===== src/source/lpif_pkg.sv =====
// Flit layout and PHY word framing shared by the LPIF link RTL and testbench.
// Import with lpif_pkg::* inside a module body.
package lpif_pkg;

  ////////////////////
  // Geometry
  ////////////////////

  // One 80-bit AIB-style PHY word per lane
  localparam int phy_width = 80;

  // Strobe in the LSB, marker in the MSB
  localparam int phy_strobe_bit = 0;
  localparam int phy_marker_bit = 79;

  // Payload sits between strobe and marker
  localparam int lane_payload_width = phy_width - 2;

  // Full LPIF flit
  localparam int flit_width = 145;

  // Remainder of the flit rides on phy1
  localparam int lane_hi_width = flit_width - lane_payload_width;

  ////////////////////
  // Flit views
  ////////////////////

  // LPIF field order on the wire, MSB first
  typedef struct packed {
    logic [3:0]   state;
    logic [1:0]   protid;
    logic [127:0] data;
    logic         dvalid;
    logic [7:0]   crc;
    logic         crc_valid;
    logic         valid;
  } lpif_flit_t;

  // Same bits cut into the two lane slices
  typedef struct packed {
    logic [lane_hi_width-1:0]      hi;
    logic [lane_payload_width-1:0] lo;
  } flit_lanes_t;

  // Map side uses fields, PHY side uses lanes
  typedef union packed {
    lpif_flit_t  fields;
    flit_lanes_t lanes;
  } lpif_flit_u;

  // Debug status word for both directions
  typedef logic [31:0] dbg_status_t;

endpackage


===== src/source/ll_auto_sync.sv =====
// Online hold-off for both link directions, plus strobe and marker user bits.
// Instantiated once in the link top level.
`timescale 1ns/1ps

module ll_auto_sync #(
  parameter bit PERSISTENT_STROBE = 1'b1,
  parameter bit PERSISTENT_MARKER = 1'b1
) (
  input  logic        clk_wr,
  input  logic        rst_n,
  input  logic        tx_online,
  input  logic        rx_online,
  input  logic [15:0] delay_x_value,
  input  logic [15:0] delay_y_value,
  input  logic        tx_mrk_userbit,
  input  logic        tx_stb_userbit,
  output logic        tx_online_dly,
  output logic        rx_online_dly,
  output logic        auto_mrk,
  output logic        auto_stb
);

  ////////////////////
  // Per-direction state
  ////////////////////

  // Index 0 is transmit, index 1 is receive
  logic [1:0]  online_in;
  logic [15:0] delay_val [2];
  logic [15:0] hold_cnt  [2];
  logic [1:0]  online_dly;

  assign online_in    = {rx_online, tx_online};
  assign delay_val[0] = delay_x_value;
  assign delay_val[1] = delay_y_value;

  ////////////////////
  // Hold-off counters
  ////////////////////

  // Counter tracks consecutive high samples of the online input.
  // Flag rises on the sample after delay+1 highs have been seen,
  // drops on the first low sample.
  always_ff @(posedge clk_wr) begin
    if (!rst_n) begin
      for (int i = 0; i < 2; i++) begin
        hold_cnt[i]   <= '0;
        online_dly[i] <= 1'b0;
      end
    end else begin
      for (int i = 0; i < 2; i++) begin
        if (!online_in[i]) begin
          // Dropped online restarts the hold-off
          hold_cnt[i]   <= '0;
          online_dly[i] <= 1'b0;
        end else if (hold_cnt[i] > delay_val[i]) begin
          online_dly[i] <= 1'b1;
        end else if (hold_cnt[i] != 16'hffff) begin
          // Stops at delay+1, never wraps
          hold_cnt[i] <= hold_cnt[i] + 16'd1;
        end
      end
    end
  end

  assign tx_online_dly = online_dly[0];
  assign rx_online_dly = online_dly[1];

  ////////////////////
  // Framing user bits
  ////////////////////

  // Forced high, or straight from the user bit
  assign auto_stb = PERSISTENT_STROBE ? 1'b1 : tx_stb_userbit;
  assign auto_mrk = PERSISTENT_MARKER ? 1'b1 : tx_mrk_userbit;

endmodule


===== src/source/lpif_flit_map.sv =====
// Maps user-side LPIF fields to and from the fields view of the flit.
// Only place where the on-wire field order is fixed.
`timescale 1ns/1ps

module lpif_flit_map (
  // Downstream LPIF fields
  input  logic [3:0]          dstrm_state,
  input  logic [1:0]          dstrm_protid,
  input  logic [127:0]        dstrm_data,
  input  logic                dstrm_dvalid,
  input  logic [7:0]          dstrm_crc,
  input  logic                dstrm_crc_valid,
  input  logic                dstrm_valid,
  // Flits to and from the PHY side
  input  lpif_pkg::lpif_flit_u rx_flit,
  output lpif_pkg::lpif_flit_u tx_flit,
  // Upstream LPIF fields
  output logic [3:0]          ustrm_state,
  output logic [1:0]          ustrm_protid,
  output logic [127:0]        ustrm_data,
  output logic                ustrm_dvalid,
  output logic [7:0]          ustrm_crc,
  output logic                ustrm_crc_valid,
  output logic                ustrm_valid
);

  // Downstream pack, purely combinational
  always_comb begin
    tx_flit.fields.state     = dstrm_state;
    tx_flit.fields.protid    = dstrm_protid;
    tx_flit.fields.data      = dstrm_data;
    tx_flit.fields.dvalid    = dstrm_dvalid;
    tx_flit.fields.crc       = dstrm_crc;
    tx_flit.fields.crc_valid = dstrm_crc_valid;
    tx_flit.fields.valid     = dstrm_valid;
  end

  // Upstream unpack, zero flit gives zero fields
  assign ustrm_state     = rx_flit.fields.state;
  assign ustrm_protid    = rx_flit.fields.protid;
  assign ustrm_data      = rx_flit.fields.data;
  assign ustrm_dvalid    = rx_flit.fields.dvalid;
  assign ustrm_crc       = rx_flit.fields.crc;
  assign ustrm_crc_valid = rx_flit.fields.crc_valid;
  assign ustrm_valid     = rx_flit.fields.valid;

endmodule


===== src/source/lpif_phy_concat.sv =====
// Splits flits onto the phy0/phy1 lanes with strobe and marker framing, and
// rebuilds received flits after the strobe check. Also keeps link counters.
`timescale 1ns/1ps

module lpif_phy_concat (
  input  logic                  clk_wr,
  input  logic                  rst_n,
  input  lpif_pkg::lpif_flit_u  tx_flit,
  input  logic                  tx_online_dly,
  input  logic                  rx_online_dly,
  input  logic                  auto_stb,
  input  logic                  auto_mrk,
  input  logic [79:0]           rx_phy0,
  input  logic [79:0]           rx_phy1,
  output lpif_pkg::lpif_flit_u  rx_flit,
  output logic [79:0]           tx_phy0,
  output logic [79:0]           tx_phy1,
  output lpif_pkg::dbg_status_t tx_debug,
  output lpif_pkg::dbg_status_t rx_debug
);

  import lpif_pkg::*;

  logic [phy_width-1:0]  tx_word0;
  logic [phy_width-1:0]  tx_word1;
  logic [flit_width-1:0] rx_bits;
  logic                  rx_stb;
  logic [17:0]           sent_cnt;
  logic [17:0]           acc_cnt;
  logic [11:0]           err_cnt;

  ////////////////////
  // Transmit framing
  ////////////////////

  // Strobe and marker on both lanes, payload in between
  always_comb begin
    tx_word0 = '0;
    tx_word0[phy_strobe_bit] = auto_stb;
    tx_word0[phy_marker_bit] = auto_mrk;
    tx_word0[phy_strobe_bit+1 +: lane_payload_width] = tx_flit.lanes.lo;
    // phy1 payload above hi slice stays zero
    tx_word1 = '0;
    tx_word1[phy_strobe_bit] = auto_stb;
    tx_word1[phy_marker_bit] = auto_mrk;
    tx_word1[phy_strobe_bit+1 +: lane_hi_width] = tx_flit.lanes.hi;
  end

  // One-cycle lane register, lanes idle at zero while offline
  always_ff @(posedge clk_wr) begin
    if (!rst_n) begin
      tx_phy0 <= '0;
      tx_phy1 <= '0;
    end else if (tx_online_dly) begin
      tx_phy0 <= tx_word0;
      tx_phy1 <= tx_word1;
    end else begin
      tx_phy0 <= '0;
      tx_phy1 <= '0;
    end
  end

  ////////////////////
  // Receive path
  ////////////////////

  // Only phy0 strobe gates acceptance
  assign rx_stb  = rx_phy0[phy_strobe_bit];
  assign rx_bits = {rx_phy1[phy_strobe_bit+1 +: lane_hi_width],
                    rx_phy0[phy_strobe_bit+1 +: lane_payload_width]};

  // Dropped words show up as an all-zero flit
  always_ff @(posedge clk_wr) begin
    if (!rst_n) begin
      rx_flit <= '0;
    end else if (rx_online_dly && rx_stb) begin
      rx_flit <= rx_bits;
    end else begin
      rx_flit <= '0;
    end
  end

  ////////////////////
  // Link counters
  ////////////////////

  // All counters saturate at full scale
  always_ff @(posedge clk_wr) begin
    if (!rst_n) begin
      sent_cnt <= '0;
      acc_cnt  <= '0;
      err_cnt  <= '0;
    end else begin
      // Words leaving on the lanes
      if (tx_online_dly && (sent_cnt != '1)) sent_cnt <= sent_cnt + 18'd1;
      // Words accepted with good strobe
      if (rx_online_dly && rx_stb && (acc_cnt != '1)) acc_cnt <= acc_cnt + 18'd1;
      // Online but strobe missing
      if (rx_online_dly && !rx_stb && (err_cnt != '1)) err_cnt <= err_cnt + 12'd1;
    end
  end

  // Status words: error count or zero, both online flags, then word count
  assign tx_debug = {12'h000, tx_online_dly, rx_online_dly, sent_cnt};
  assign rx_debug = {err_cnt, tx_online_dly, rx_online_dly, acc_cnt};

endmodule


===== src/source/lpif_link_master_top.sv =====
// Master side of the LPIF link over two AIB-style lanes in the clk_wr domain.
// Ties auto-sync, flit mapping and lane concatenation together.
`timescale 1ns/1ps

module lpif_link_master_top #(
  parameter bit PERSISTENT_STROBE = 1'b1,
  parameter bit PERSISTENT_MARKER = 1'b1
) (
  input  logic                  clk_wr,
  input  logic                  rst_n,
  // Link control and static settings
  input  logic                  tx_online,
  input  logic                  rx_online,
  input  logic [15:0]           delay_x_value,
  input  logic [15:0]           delay_y_value,
  input  logic                  tx_mrk_userbit,
  input  logic                  tx_stb_userbit,
  // PHY lanes
  output logic [79:0]           tx_phy0,
  input  logic [79:0]           rx_phy0,
  output logic [79:0]           tx_phy1,
  input  logic [79:0]           rx_phy1,
  // Downstream LPIF
  input  logic [3:0]            dstrm_state,
  input  logic [1:0]            dstrm_protid,
  input  logic [127:0]          dstrm_data,
  input  logic                  dstrm_dvalid,
  input  logic [7:0]            dstrm_crc,
  input  logic                  dstrm_crc_valid,
  input  logic                  dstrm_valid,
  // Upstream LPIF
  output logic [3:0]            ustrm_state,
  output logic [1:0]            ustrm_protid,
  output logic [127:0]          ustrm_data,
  output logic                  ustrm_dvalid,
  output logic [7:0]            ustrm_crc,
  output logic                  ustrm_crc_valid,
  output logic                  ustrm_valid,
  // Debug status
  output lpif_pkg::dbg_status_t tx_downstream_debug_status,
  output lpif_pkg::dbg_status_t rx_upstream_debug_status
);

  import lpif_pkg::*;

  lpif_flit_u tx_flit;
  lpif_flit_u rx_flit;
  logic       tx_online_dly;
  logic       rx_online_dly;
  logic       auto_stb;
  logic       auto_mrk;

  ////////////////////
  // Online hold-off
  ////////////////////

  ll_auto_sync #(
    .PERSISTENT_STROBE (PERSISTENT_STROBE),
    .PERSISTENT_MARKER (PERSISTENT_MARKER)
  ) u_auto_sync (
    .clk_wr         (clk_wr),
    .rst_n          (rst_n),
    .tx_online      (tx_online),
    .rx_online      (rx_online),
    .delay_x_value  (delay_x_value),
    .delay_y_value  (delay_y_value),
    .tx_mrk_userbit (tx_mrk_userbit),
    .tx_stb_userbit (tx_stb_userbit),
    .tx_online_dly  (tx_online_dly),
    .rx_online_dly  (rx_online_dly),
    .auto_mrk       (auto_mrk),
    .auto_stb       (auto_stb)
  );

  ////////////////////
  // Field mapping
  ////////////////////

  lpif_flit_map u_flit_map (
    .dstrm_state     (dstrm_state),
    .dstrm_protid    (dstrm_protid),
    .dstrm_data      (dstrm_data),
    .dstrm_dvalid    (dstrm_dvalid),
    .dstrm_crc       (dstrm_crc),
    .dstrm_crc_valid (dstrm_crc_valid),
    .dstrm_valid     (dstrm_valid),
    .rx_flit         (rx_flit),
    .tx_flit         (tx_flit),
    .ustrm_state     (ustrm_state),
    .ustrm_protid    (ustrm_protid),
    .ustrm_data      (ustrm_data),
    .ustrm_dvalid    (ustrm_dvalid),
    .ustrm_crc       (ustrm_crc),
    .ustrm_crc_valid (ustrm_crc_valid),
    .ustrm_valid     (ustrm_valid)
  );

  ////////////////////
  // Lane concat
  ////////////////////

  // Upstream fields trail loopback input by two cycles
  lpif_phy_concat u_phy_concat (
    .clk_wr        (clk_wr),
    .rst_n         (rst_n),
    .tx_flit       (tx_flit),
    .tx_online_dly (tx_online_dly),
    .rx_online_dly (rx_online_dly),
    .auto_stb      (auto_stb),
    .auto_mrk      (auto_mrk),
    .rx_phy0       (rx_phy0),
    .rx_phy1       (rx_phy1),
    .rx_flit       (rx_flit),
    .tx_phy0       (tx_phy0),
    .tx_phy1       (tx_phy1),
    .tx_debug      (tx_downstream_debug_status),
    .rx_debug      (rx_upstream_debug_status)
  );

endmodule


===== config.mk =====
export PLATFORM = sky130hd
export DESIGN_NAME = lpif_link_master_top
export DESIGN_NICKNAME = d
export VERILOG_FILES = /design/src/source/lpif_pkg.sv /design/src/source/ll_auto_sync.sv /design/src/source/lpif_flit_map.sv /design/src/source/lpif_phy_concat.sv /design/src/source/lpif_link_master_top.sv
export SDC_FILE = /design/constraint.sdc
export NUM_CORES = 1
export LEC_CHECK = 0
export ABC_AREA = 1
export BUFFER_PORTS_ARGS = -buffer_cell sky130_fd_sc_hd__buf_2
export CAP_MARGIN = 20
export CELL_PAD_IN_SITES_DETAIL_PLACEMENT = 0
export CELL_PAD_IN_SITES_GLOBAL_PLACEMENT = 2
export CORE_AREA = 2 2 276 278
export CTS_BUF_LIST = sky130_fd_sc_hd__clkbuf_8
export DETAILED_ROUTE_END_ITERATION = 12
export DIE_AREA = 0 0 278 280
export GPL_ROUTABILITY_DRIVEN = 1
export PLACE_DENSITY = 0.66
export SLEW_MARGIN = 20
export SYNTH_ARGS = -nofsm -noshare
export SYNTH_HDL_FRONTEND = slang
export SYNTH_SLANG_ARGS = --single-unit

===== constraint.sdc =====
create_clock -name clk_wr -period 2.8 [get_ports clk_wr]
set_input_delay 0.42 -clock clk_wr [delete_from_list [all_inputs] [get_ports clk_wr]]
set_output_delay 0.42 -clock clk_wr [all_outputs]
set_load 0.02 [all_outputs]

Word-level counts from Yosys, hierarchy flattened. Memory sizes are Yosys's and may differ from the RTL's. Index checks and enable logic that the tools add are counted.

Add/subtract/negate cells: 5. $lt $le $gt $ge: 2. Equality and inequality tests: 5. Mux-type cells: 23. Bitwise logic cells: 4. Reduce and logical (&&, ||, !) cells: 10.

Operators by type and width (number): two-way mux 80 bit (2); two-way mux 16 bit (4); adder 18 x 1 -> 18 bit, second input constant (2); != test 18 bit, second input constant (2); adder 16 x 1 -> 16 bit, second input constant (2); > comparator 16 bit (2); != test 16 bit, second input constant (2); two-way mux 1 bit (17); adder 12 x 1 -> 12 bit, second input constant (1); != test 12 bit, second input constant (1); AND reduction 2 bit (4); logical AND 1 bit (5); bitwise OR 1 bit (4); logical NOT 1 bit (1).

Register bits after elaboration: 355. RAM bits: 32. Bits of input ports: 343. Output and inout port bits: 369. Logic and storage cells: 60. Memories kept: 1.

Memory list: u_auto_sync.hold_cnt (depth 2, width 16, read ports 2, clocked after Yosys merged registers in 0, write ports 2, line ll_auto_sync.sv:30) `logic [15:0] hold_cnt [2];`.

Longest topological paths before layout. An unclocked memory read counts as a cell.

Depth after elaboration: 8. Depth in mapped cells: 15. Mapped depth without buffers: 14.

Modules after synthesis. Synthesis repeated with hierarchy kept, for this count alone.

Cell total of the unflattened synthesis: 2022. Area, all modules: 16138.0 µm².

By module, submodules not included: lpif_phy_concat (instances 1, cells each 1388, area an instance 11213.3 µm², sequential area each 6806.5 µm²); ll_auto_sync (instances 1, cells each 344, area an instance 2747.6 µm², sequential area each 1001.0 µm²); lpif_flit_map (instances 1, cells each 290, area an instance 2177.1 µm², sequential area each 0.0 µm²).

Least setup slack after synthesis. OpenSTA, ideal clock, no wires.

Kind: input to register. Start: in delay_y_value[7]. End: mem u_auto_sync.hold_cnt[1][0], enable pin. Setup time: 0.372 ns. Data arrival time: 1.810 ns. Data required time: 2.428 ns. Slack: 0.618 ns. Stages: 11. Buffers on the path: 1. Path through: inv_1 -> ha_1 -> a21o_1 -> nor2_1 -> nand2_1 -> nand2_1 -> nand2_1 -> nand2_1 -> nand2_4 -> buf_6 -> nand2_1.

RTL lines: from (decl) (line lpif_link_master_top.sv:15) `input logic [15:0] delay_y_value,`; to (decl) (line ll_auto_sync.sv:30).

==> results.md <==
- Status: completed
- Post-synth EDFFs: 32
- Crit-path max FO: 17
- Largest net degree at the start of global routing: 91
- Share of cells above drive strength 1: 0.306
- Leak Pwr: 12.3 nW
- Clock power share: 0.460
- Synthesized cell area: 13800 um2
- Hold Crit Class: input port to register
- Antenna violations before repair: 6
- Placed wire-length estimate: 39800 um
- Vias in the first global route: 13800
- Final period util: 0.792
- Clk buf depth: 3
- Sequential share of power: 0.449
- CP startpoint kind: register
- Reg-to-reg critical path startpoint: u_auto_sync.hold_cnt[0][11]
- Core Area: 75200 um2
- Cell Rows: 101
- 1st-pass router iterations: 4
- Crit path DAT: 2.54 ns
- Sequential fraction of the synthesis area: 0.563
- Commonest cells after routing, fill and taps aside: buf_2, inv_1, nor2_1, dfxtp_1, dlygate4sd3_1
- Synth Instances: 1677
- Synthesized area per cell: 8.24 um2
- Yosys warning count: 0
- Tot GR Track Use: 0.128
- Placed cell area: 18200 um2
- Antenna Nets Post-Route: 0
- Critical Path End Type: register
- Synth Flop Type: dfxtp_1
- Area growth from synthesis to layout: 63.5%
- Most common cell after layout, fill and taps aside: buf_2
- First-pass GRT wire length: 77000 um
- DR vias/cell: 3.63
- Async SR Flop Fraction: 0
- Slew Viols, Final: 0
- Max cap viols: 0
- Root buffer cell: clkbuf_8
- Distinct cells, synth: 35
- Final weighted congestion in routability-driven placement: 0.846
- CP Class: register to register
- Via count: 13500
- Initial drt markers: 371
- Final hold vios: 0
- Die ar.: 77800 um2
- TritonCTS Buffers: 74
- Comb pwr share: 0.091
- # H-tree levels: 3
- Die width: 278 um
- Detailed-route wire length: 52300 um
- Worst-margin pin slew: 0.649 ns
- Die Span Y: 280 um
- Max Clk Rate: 451 MHz
- Post-layout min period: 2.22 ns
- Power, Total: 12.4 mW
- Maximum VDD drop: 0.000359 V
- CP required: 3.12 ns
- DRC Markers: 0
- P_sw: 3.10 mW
- Synth area leaders: dfxtp_1, nor2_1, inv_1
- Cell area after layout: 22600 um2
- CTS tree: yes
- Gr ovfl total: 0
- Slew HR: 0.567
- Final Skew: 0.0314 ns
- Top cell type's share of synthesized area: 0.494
- PortBufs: 672
- RSZ-0062 raised after global routing: no
- FF+latch count, synth: 373
- TNS Setup: 0 ns
- Ports: 712
- Worst hold start: rx_online
- Critical path launch point: u_auto_sync.hold_cnt[0][11]
- Switching share of power: 0.251
- Power Density: 546 nW/um2
- Clock Latency Late Sink: 0.64 ns
- Starting density of the core: 0.184
- Layout Nets: 3053
- # clock sinks: 373
- Routed wire per std cell: 14.1 um
- Clock-pin slew of the registers on the worst-case setup and hold paths: 0.05 ns
- Endpoints failing setup: 0
- Int Power: 9.25 mW
- Area leader, netlist: dfxtp_1
==> worst max-delay path, stage by stage (launching register included) <==
cell      delay [ns]
edfxtp_1        0.47
ha_1            0.36
nand4_1         0.10
nor3_1          0.24
nand3_1         0.12
nand2_1         0.17
nand2_4         0.16
nand2_1         0.12
buf_4           0.20
==> area by class of cell <==
type / count / area (um2)
fill: 8086 / 52600
sequential: 373 / 7790
timing repair buffer: 971 / 6380
multi-input combinational: 860 / 4210
inverter: 393 / 1480
clock buffer: 96 / 1320
tap: 978 / 1220
clock inverter: 36 / 201
antenna: 2 / 5.00
==> registers in the layout, indices dropped and copies added (netlist names) <==
register,cells
u_phy_concat.rx_flit,145
u_phy_concat.tx_phy0,79
u_phy_concat.tx_phy1,67
u_auto_sync.hold_cnt,32
u_phy_concat.acc_cnt,18
u_phy_concat.sent_cnt,18
u_phy_concat.err_cnt,12
u_auto_sync.online_dly,2
==> per-layer routing <==
layer | GRT usage | wire length, um | up-vias
met5 | 0 | 59 | -
met1 | 0.142 | 20700 | 6082
met4 | 0.0507 | 1680 | 8
met2 | 0.220 | 25400 | 439
met3 | 0.0520 | 4520 | 108
li1 | - | - | 6838
==> per-stage QoR <==
step / std cells / worst slack (ns) / utilization / hold WS (ns)
after floorplan: 1699 / 0.618 / - / 0.474
after global placement: 3287 / 0.518 / 0.242 / 0.485
after detailed placement: 3287 / 0.489 / 0.242 / 0.486
after CTS: 3707 / 0.530 / 0.301 / 0.00181
after global routing: 3708 / 0.302 / 0.301 / 0.0564
final: 3709 / 0.583 / 0.301 / 0.0944
==> what timing repair did <==
item / 4_1_cts / 5_1_grt
gates resized for setup: 0 / 0
endpoints found under the hold margin: 288 / 0
setup buffers: 0 / 0
hold buffers: 288 / 0
==> cell families after synthesis <==
kind of cell / Yosys count / share of synthesized area
xor gates and xnor gates: 56 / 0.0355
DFF: 373 / 0.563
adders and majority gates: 37 / 0.0335
and+or+nand+nor: 676 / 0.200
AOI/OAI and AO/OA: 68 / 0.0281
buffers and inverters: 466 / 0.139
other: 1 / 0.000271
==> synth_stat cells (all sizes together), types with 23 or more instances <==
cell / number
a21oi: 51
buf: 44
clkbuf: 29
dfxtp: 341
edfxtp: 32
ha: 37
inv: 392
nand2: 200
nand3: 45
nor2: 406
xnor2: 23
xor2: 33
==> power by group through the flow <==
stage | clock, mW | combinational, mW | sequential, mW
global placement | 0 | 0.790 | 5.66
global route | 6.17 | 1.25 | 5.56
detailed placement | 0 | 0.799 | 5.66
floorplan | 0 | 0.381 | 5.71
CTS | 5.98 | 1.14 | 5.55
finish | 5.68 | 1.12 | 5.55
==> final timing paths <==
path                            slack [ns]                    endpoint  cells past startpoint
worst max register to register        0.58  u_auto_sync.hold_cnt[0][6]                      8
worst min register to register        0.49    u_phy_concat.acc_cnt[16]                      2
worst max-delay path                  0.58  u_auto_sync.hold_cnt[0][6]                      8
worst min-delay path                  0.09   u_auto_sync.online_dly[1]                      3
(Power assumes the default switching activity.)
